===== config.mk =====
export PLATFORM = sky130hd
export DESIGN_NAME = jtag_dbg_top
export DESIGN_NICKNAME = d
export VERILOG_FILES = /design/src/hdl/jtag_dbg_pkg.sv /design/src/hdl/jtag_dbg_top.sv /design/src/hdl/dbg_mailbox.sv /design/src/hdl/dbg_wb_master.sv /design/src/hdl/dr_shifter.sv /design/src/hdl/tck_sampler.sv
export SDC_FILE = /design/constraint.sdc
export NUM_CORES = 1
export LEC_CHECK = 0
export BUFFER_PORTS_ARGS = -buffer_cell sky130_fd_sc_hd__buf_2
export CAP_MARGIN = 20
export CORE_UTILIZATION = 30
export DETAILED_ROUTE_END_ITERATION = 8
export SYNTH_ARGS = -nofsm -noshare
export SYNTH_HDL_FRONTEND = slang
export SYNTH_SLANG_ARGS = --single-unit
export TNS_END_PERCENT = 30

===== constraint.sdc =====
create_clock -name clk48m -period 5.9 [get_ports clk48m]
set_input_delay 0 -clock clk48m [delete_from_list [all_inputs] [get_ports clk48m]]
set_output_delay 0 -clock clk48m [all_outputs]
set_load 0.02 [all_outputs]

===== src/hdl/jtag_dbg_pkg.sv =====
/* jtag debug register path, shared types */

package jtag_dbg_pkg;

	// which scan chain delivered the word
	typedef enum logic {
		DBG_REG_A = 1'b0, // jce1 chain, IR 0x32
		DBG_REG_B = 1'b1  // jce2 chain, IR 0x38
	} dbg_reg_e;

	// wishbone write master states
	typedef enum logic {
		WB_IDLE = 1'b0, // no cycle open
		WB_BUS  = 1'b1  // cyc/stb up, waiting on ack
	} wb_state_e;

	// mailbox word addresses
	localparam logic DBG_ADR_A = 1'b0; // dbg_reg_a
	localparam logic DBG_ADR_B = 1'b1; // dbg_reg_b

	// default data register width, anything from 8 up works
	localparam int DBG_DR_WIDTH_DEF = 32;

endpackage

===== src/hdl/jtag_dbg_top.sv =====
/* jtag debug data register path */
`timescale 1ns/1ps

module jtag_dbg_top #(
	parameter int DR_WIDTH = jtag_dbg_pkg::DBG_DR_WIDTH_DEF
) (
	input  logic                   clk48m,
	input  logic                   jrstn,
	input  logic                   jtck,
	input  logic                   jtdi,
	input  logic                   jshift,
	input  logic                   jupdate,
	input  logic                   jce1,   // IR 0x32 selected
	input  logic                   jce2,   // IR 0x38 selected
	output logic [DR_WIDTH-1:0]    dbg_reg_a,
	output logic [DR_WIDTH-1:0]    dbg_reg_b,
	output jtag_dbg_pkg::dbg_reg_e dbg_sel,
	output logic                   dbg_strobe
);

	import jtag_dbg_pkg::*;

	// sampler to shifter
	logic tck_rise, s_tdi, s_shift, s_update, s_ce1, s_ce2;
	// shifter to bus master
	logic                dr_valid;
	logic [DR_WIDTH-1:0] dr_word;
	dbg_reg_e            dr_sel;
	// wishbone
	logic                wb_cyc, wb_stb, wb_we, wb_adr, wb_ack;
	logic [DR_WIDTH-1:0] wb_dat_w;

	tck_sampler u_sampler (
		.clk48m(clk48m), .jrstn(jrstn),
		.jtck(jtck), .jtdi(jtdi), .jshift(jshift), .jupdate(jupdate),
		.jce1(jce1), .jce2(jce2),
		.tck_rise(tck_rise), .s_tdi(s_tdi), .s_shift(s_shift),
		.s_update(s_update), .s_ce1(s_ce1), .s_ce2(s_ce2)
	);

	dr_shifter #(.DR_WIDTH(DR_WIDTH)) u_shifter (
		.clk48m(clk48m), .jrstn(jrstn), .tck_rise(tck_rise),
		.s_tdi(s_tdi), .s_shift(s_shift), .s_update(s_update),
		.s_ce1(s_ce1), .s_ce2(s_ce2),
		.dr_valid(dr_valid), .dr_word(dr_word), .dr_sel(dr_sel)
	);

	dbg_wb_master #(.DR_WIDTH(DR_WIDTH)) u_master (
		.clk48m(clk48m), .jrstn(jrstn),
		.dr_valid(dr_valid), .dr_word(dr_word), .dr_sel(dr_sel),
		.wb_ack(wb_ack), .wb_cyc(wb_cyc), .wb_stb(wb_stb), .wb_we(wb_we),
		.wb_adr(wb_adr), .wb_dat_w(wb_dat_w)
	);

	dbg_mailbox #(.DR_WIDTH(DR_WIDTH)) u_mailbox (
		.clk48m(clk48m), .jrstn(jrstn),
		.wb_cyc(wb_cyc), .wb_stb(wb_stb), .wb_we(wb_we),
		.wb_adr(wb_adr), .wb_dat_w(wb_dat_w), .wb_ack(wb_ack),
		.dbg_reg_a(dbg_reg_a), .dbg_reg_b(dbg_reg_b),
		.dbg_sel(dbg_sel), .dbg_strobe(dbg_strobe)
	);

endmodule


===== src/hdl/dbg_mailbox.sv =====
/* debug mailbox, wishbone slave */
`timescale 1ns/1ps

module dbg_mailbox #(
	parameter int DR_WIDTH = jtag_dbg_pkg::DBG_DR_WIDTH_DEF
) (
	input  logic                   clk48m,
	input  logic                   jrstn,
	input  logic                   wb_cyc,
	input  logic                   wb_stb,
	input  logic                   wb_we,
	input  logic                   wb_adr,
	input  logic [DR_WIDTH-1:0]    wb_dat_w,
	output logic                   wb_ack,     // registered, one cycle
	output logic [DR_WIDTH-1:0]    dbg_reg_a,
	output logic [DR_WIDTH-1:0]    dbg_reg_b,
	output jtag_dbg_pkg::dbg_reg_e dbg_sel,    // last register written
	output logic                   dbg_strobe  // one cycle per write
);

	import jtag_dbg_pkg::*;

	logic req; // new request, not yet acked

	assign req = wb_cyc & wb_stb & ~wb_ack;

	always_ff @(posedge clk48m) begin
		dbg_strobe <= 1'b0;
		if (!jrstn) begin
			wb_ack    <= 1'b0;
			dbg_reg_a <= '0;
			dbg_reg_b <= '0;
			dbg_sel   <= DBG_REG_A;
		end else begin
			wb_ack <= req; // ack lands the cycle after stb is first seen
			if (req && wb_we) begin
				// register changes together with the ack
				if (wb_adr == DBG_ADR_B)
					dbg_reg_b <= wb_dat_w;
				else
					dbg_reg_a <= wb_dat_w;
				dbg_sel    <= (wb_adr == DBG_ADR_B) ? DBG_REG_B : DBG_REG_A;
				dbg_strobe <= 1'b1;
			end
		end
	end

	// master must keep the request up through the ack cycle
	a_ack_in_cycle: assert property (@(posedge clk48m) disable iff (!jrstn)
		wb_ack |-> wb_cyc && wb_stb);

endmodule


===== src/hdl/dbg_wb_master.sv =====
/* wishbone write master */
`timescale 1ns/1ps

module dbg_wb_master #(
	parameter int DR_WIDTH = jtag_dbg_pkg::DBG_DR_WIDTH_DEF
) (
	input  logic                   clk48m,
	input  logic                   jrstn,
	input  logic                   dr_valid,
	input  logic [DR_WIDTH-1:0]    dr_word,
	input  jtag_dbg_pkg::dbg_reg_e dr_sel,
	input  logic                   wb_ack,
	output logic                   wb_cyc,
	output logic                   wb_stb,
	output logic                   wb_we,
	output logic                   wb_adr,   // word address, one bit
	output logic [DR_WIDTH-1:0]    wb_dat_w
);

	import jtag_dbg_pkg::*;

	wb_state_e           wb_state;
	logic                pend_valid; // one item parked while the bus is busy
	logic [DR_WIDTH-1:0] pend_word;
	dbg_reg_e            pend_sel;
	logic                issue;      // start a cycle this clock
	logic [DR_WIDTH-1:0] iss_word;
	dbg_reg_e            iss_sel;

	// parked item goes first, else straight from the shifter
	assign issue    = (wb_state == WB_IDLE) && (pend_valid || dr_valid);
	assign iss_word = pend_valid ? pend_word : dr_word;
	assign iss_sel  = pend_valid ? pend_sel : dr_sel;

	always_ff @(posedge clk48m) begin
		if (!jrstn) begin
			wb_state   <= WB_IDLE;
			wb_cyc     <= 1'b0;
			wb_stb     <= 1'b0;
			wb_we      <= 1'b0;
			pend_valid <= 1'b0;
		end else begin
			case (wb_state)
				WB_IDLE: begin
					if (issue) begin
						wb_cyc   <= 1'b1;
						wb_stb   <= 1'b1;
						wb_we    <= 1'b1; // write only, nothing reads the mailbox
						wb_state <= WB_BUS;
					end
					// a new arrival takes the slot freed by the drain
					if (pend_valid)
						pend_valid <= dr_valid;
				end
				WB_BUS: begin
					if (wb_ack) begin // drop on the edge that sees ack
						wb_cyc   <= 1'b0;
						wb_stb   <= 1'b0;
						wb_we    <= 1'b0;
						wb_state <= WB_IDLE;
					end
					if (dr_valid)
						pend_valid <= 1'b1;
				end
				default: wb_state <= WB_IDLE;
			endcase
		end
	end

	// payload, held from issue until after ack
	always_ff @(posedge clk48m) begin
		if (dr_valid) begin
			pend_word <= dr_word;
			pend_sel  <= dr_sel;
		end
		if (issue) begin
			wb_dat_w <= iss_word;
			wb_adr   <= (iss_sel == DBG_REG_B) ? DBG_ADR_B : DBG_ADR_A;
		end
	end

	a_stb_hold: assert property (@(posedge clk48m) disable iff (!jrstn)
		wb_stb && !wb_ack |=> wb_stb && $stable(wb_dat_w) && $stable(wb_adr));
	// buffer full means bus busy and an item already parked
	a_no_overrun: assert property (@(posedge clk48m) disable iff (!jrstn)
		dr_valid |-> !(pend_valid && wb_state == WB_BUS));

endmodule


===== src/hdl/dr_shifter.sv =====
/* jtag data register */
`timescale 1ns/1ps

module dr_shifter #(
	parameter int DR_WIDTH = jtag_dbg_pkg::DBG_DR_WIDTH_DEF
) (
	input  logic                   clk48m,
	input  logic                   jrstn,
	input  logic                   tck_rise, // from the sampler
	input  logic                   s_tdi,
	input  logic                   s_shift,
	input  logic                   s_update,
	input  logic                   s_ce1,
	input  logic                   s_ce2,
	output logic                   dr_valid, // one cycle per update
	output logic [DR_WIDTH-1:0]    dr_word,
	output jtag_dbg_pkg::dbg_reg_e dr_sel
);

	import jtag_dbg_pkg::*;

	logic [DR_WIDTH-1:0] shreg;     // the scan register itself
	logic                old_shift; // shift enable seen on the previous tck edge
	dbg_reg_e            chain_sel; // chain picked by the last ce pulse

	// control path, everything moves on tck_rise only
	always_ff @(posedge clk48m) begin
		dr_valid <= 1'b0;
		if (!jrstn) begin
			shreg     <= '0;
			old_shift <= 1'b0;
			chain_sel <= DBG_REG_A;
		end else if (tck_rise) begin
			// tap enters shift-dr one edge before data is valid on tdi
			if (old_shift)
				shreg <= {s_tdi, shreg[DR_WIDTH-1:1]}; // lsb first, new bit at the top
			if (s_ce1 || s_ce2)
				chain_sel <= s_ce2 ? DBG_REG_B : DBG_REG_A;
			if (s_update)
				dr_valid <= 1'b1;
			old_shift <= s_shift;
		end
	end

	// word handed down, taken before this edge's shift
	always_ff @(posedge clk48m) begin
		if (tck_rise && s_update) begin
			dr_word <= shreg;
			dr_sel  <= chain_sel; // select as it stood before this edge
		end
	end

	// update pulses come at tck rate, far apart
	a_valid_single: assert property (@(posedge clk48m) disable iff (!jrstn)
		dr_valid |=> !dr_valid);

endmodule


===== src/hdl/tck_sampler.sv =====
/* tck oversampler */
`timescale 1ns/1ps

module tck_sampler (
	input  logic clk48m,
	input  logic jrstn,
	input  logic jtck,
	input  logic jtdi,
	input  logic jshift,
	input  logic jupdate,
	input  logic jce1,
	input  logic jce2,
	output logic tck_rise, // one cycle, a few clocks after the tck edge
	output logic s_tdi,
	output logic s_shift,
	output logic s_update,
	output logic s_ce1,
	output logic s_ce2
);

	logic [3:0]      tck_shift; // tck history, [0] newest
	logic [2:0][4:0] pin_shift; // {tdi, shift, update, ce1, ce2} per stage

	// tck chain and edge detect at taps 3/2
	always_ff @(posedge clk48m) begin
		if (!jrstn) begin
			tck_shift <= '0;
			tck_rise  <= 1'b0;
		end else begin
			tck_shift <= {tck_shift[2:0], jtck};
			tck_rise  <= ~tck_shift[3] & tck_shift[2]; // low then high, a bit past the edge
		end
	end

	// control pins ride alongside the tck samples
	always_ff @(posedge clk48m) begin
		pin_shift <= {pin_shift[1:0], {jtdi, jshift, jupdate, jce1, jce2}};
		// tap 2 lines up with the tck sample that made the edge
		{s_tdi, s_shift, s_update, s_ce1, s_ce2} <= pin_shift[2];
	end

	// tck is oversampled, so an edge never yields back to back pulses
	a_rise_single: assert property (@(posedge clk48m) disable iff (!jrstn)
		tck_rise |=> !tck_rise);

endmodule


==> flow_metrics.env <==
export IMPL_critPathLaunchType="register"
export IMPL_slew_headroom_pct=32.6
export IMPL_wire_per_inst_um=12.2
export IMPL_root_buffer="clkbuf_16"
export IMPL_placementRows=58
export IMPL_cts_clk_slew_worst_paths_ns=0.06
export IMPL_placed_area_um2=8370
export IMPL_finalSetupTns_ns=0
export IMPL_num_vias=4473
export IMPL_p_clk_share_pct=45.3
export IMPL_grt_pass1_vias=4197
export IMPL_htreeDepth=1
export IMPL_drtIter0Drc=307
export IMPL_async_flop_share_pct=0
export IMPL_portBuffers=73
export IMPL_dieArea_um2=26600
export IMPL_crit_chain="buf_4, nor2_1, nor2_4"
export IMPL_hold_path_class="in -> reg"
export IMPL_setup_viol=0
export IMPL_p_seq_share_pct=53.5
export IMPL_path_class="reg -> reg"
export IMPL_crit_family="simple AND/OR/NAND/NOR gates"
export IMPL_grt_ovfl_total=0
export IMPL_worst_endpoint_required_ns=6.02
export IMPL_pwr_share_comb_pct=1.2
export IMPL_status="complete, no violations"
export IMPL_fin_area_um2=9250
export IMPL_area_delta_synth_final_pct=18.9
export IMPL_first_pass_iters=4
export IMPL_synth_edf_count=99
export IMPL_fmax_mhz=512
export IMPL_arrival_ns=2.07
export IMPL_ys_flop_type="dfxtp_1"
export IMPL_rsz0062_at_grt="false"
export IMPL_clkSinkCount=228
export IMPL_place_gp_congestion=0.682
export IMPL_grt_pass1_wl_mm=20.7
export IMPL_p_leak_nw=3.31
export IMPL_drive_above_1_share_pct=26.7
export IMPL_vias_per_cell=4.30
export IMPL_synth_area_leader_cell="edfxtp_1"
export IMPL_cts_tree="built"
export IMPL_ys_types=25
export IMPL_nets=701
export IMPL_globalRouteTotalUtil_pct=9.44
export IMPL_io_pins=74
export IMPL_wirelength_mm=12.7
export IMPL_ys_seq_elements=228
export IMPL_powerDensity_nw_per_um2=334
export IMPL_cp_max_fo=37
export IMPL_fin_crit_ns=1.95
export IMPL_cpMaxStageDelayCell="nor2_4"
export IMPL_dp_hpwl_mm=7.68
export IMPL_drc_errors=0
export IMPL_fin_hold_ws_ns=0.127
export IMPL_p_sw_share_pct=19.8
export IMPL_initial_core_util_pct=30.7
export IMPL_netlist_area_um2=7780
export IMPL_worst_pin_slew_ns=1.01
export IMPL_syn_nets=630
export IMPL_crit_buf_inv=1
export IMPL_synth_commonest_cells="132 x nand2_1, 129 x dfxtp_1, 99 x edfxtp_1"
export IMPL_ys_top_cells_by_area="edfxtp_1 38%, dfxtp_1 33%, nand2_1 6.4%, mux2_2 4.8%, nand3_1 3.6%"
export IMPL_die_h_um=163
export IMPL_synth_most_common_cell="nand2_1"
export IMPL_chipWidth_um=163
export IMPL_core_um2=25300
export IMPL_switchingPower_uw=612
export IMPL_yosysTopAreaCellShare_pct=38.2
export IMPL_clk_latency_ns=0.51
export IMPL_slowest_delay_ns=0.71
export IMPL_antenna_found_initial=0
export IMPL_fin_worst_skew_ns=0.0147
export IMPL_cap_violations=0
export IMPL_antenna_cells=0
export IMPL_min_period_over_period_pct=33.1
export IMPL_cts_path_max_buffers=3
export IMPL_internal_power_mw=2.48
export IMPL_finalHoldViolations=0
export IMPL_end_kind="register"
export IMPL_grt_max_degree=95
export IMPL_synth_warnings=0
export IMPL_syn_inst=622
export IMPL_cts_resized=0
export IMPL_finalMaxSlewViolations=0
export IMPL_cts_buffers_inserted=24
export IMPL_ir_worst_vdd_v=0.000186
export IMPL_holdBufCountCts=8
export IMPL_detail_route_antenna_nets=0
export IMPL_postCtsSetupBuffers=0
export IMPL_synth_area_per_cell_um2=12.5
export IMPL_synth_seq_area_share_pct=71.4
[registers in the layout, summed over array words and instances, names as in the netlist, 4 cells and up]
| name | cells |
|---|---|
| u_master.wb_dat_w | 32 |
| u_mailbox.dbg_reg_b | 32 |
| u_mailbox.dbg_reg_a | 32 |
| u_sampler.tck_shift | 4 |
| u_shifter.dr_word | 32 |
| u_master.pend_word | 32 |
| u_sampler.pin_shift | 15 |
| u_shifter.shreg | 32 |
[cells by family after synthesis]
kind of cell | count (synthesis) | synth area share [%]
simple gates | 214 | 12.3
flops | 228 | 71.4
mux | 34 | 4.90
compound gates | 102 | 8.23
buf+inv | 44 | 3.14
[per-stage QoR]
step                      utilization, %  instances  power [mW]  worst slack, ns
after floorplan                        -        622        1.71             2.88
after global routing                36.5       1041        3.20             3.80
after CTS                           36.3       1039        3.14             3.82
final                               36.5       1041        3.09             3.95
after detailed placement            33.1        987        1.72             3.84
after global placement              33.1        987        1.72             3.86
[worst paths after layout]
check             cells past startpoint  slack, ns                     from                     end
setup reg to reg                      3       3.95       u_shifter.dr_valid    u_master.wb_dat_w[9]
setup / recovery                      3       3.95       u_shifter.dr_valid    u_master.wb_dat_w[9]
hold reg to reg                       0       0.32  u_sampler.pin_shift[12]      u_sampler.s_update
hold / removal                        2       0.13                   jshift  u_sampler.pin_shift[3]
[cells in the final DEF, fill, tap and decap left out]
cell | Yosys | layout
nand2_1 | 132 | 132
dfxtp_1 | 129 | 129
edfxtp_1 | 99 | 99
buf_2 | 21 | 72
nand3_1 | 56 | 56
a21oi_1 | 34 | 34
mux2_2 | 33 | 33
o21ai_0 | 33 | 33
o21ai_2 | 32 | 32
clkbuf_16 | 0 | 25
nand3_2 | 8 | 8
dlygate4sd3_1 | 0 | 8
and2_1 | 7 | 7
clkinv_1 | 0 | 7
buf_4 | 0 | 6
nor2_1 | 6 | 5
clkbuf_1 | 12 | 4
clkinv_2 | 0 | 2
inv_6 | 0 | 2
buf_16 | 0 | 2
nor2_4 | 0 | 1
inv_2 | 1 | 1
and3b_2 | 0 | 1
or3b_4 | 0 | 1
mux2i_1 | 1 | 1
and3_1 | 1 | 1
o21a_1 | 1 | 1
or2b_1 | 1 | 1
o311a_1 | 1 | 1
a22oi_1 | 1 | 1
nor2b_1 | 1 | 1
clkinv_4 | 0 | 1
clkinvlp_4 | 0 | 1
clkinvlp_2 | 0 | 1
bufinv_16 | 0 | 1
[metal layers]
layer  part of all wire (%)  global-route usage [%]  vias to the layer above  routed length (µm)
met2                     46                    15.2                       72                5830
met4                    2.0                    3.31                        0                 250
met3                    4.4                    1.75                       18                 553
met1                     48                    12.7                     2079                6070
li1                       -                       -                     2304                   -
met5                      0                       0                        -                   0
[power by group through the flow]
stage	sequential (mW)	clock [mW]	combinational, mW
2_1_floorplan	1.69	0	0.0256
3_3_place_gp	1.68	0	0.0341
3_5_place_dp	1.68	0	0.0339
4_1_cts	1.65	1.45	0.0379
5_1_grt	1.65	1.51	0.0418
6_report	1.65	1.40	0.0372
[final cells by class]
class,count,area (µm²)
clock buffer,29,641
clock inverter,15,105
fill,2439,16100
inverter,1,3.75
multi-input combinational,350,1990
sequential,228,5560
tap,330,413
timing repair buffer,88,541
Note: power is estimated with default switching activity, not from simulation.
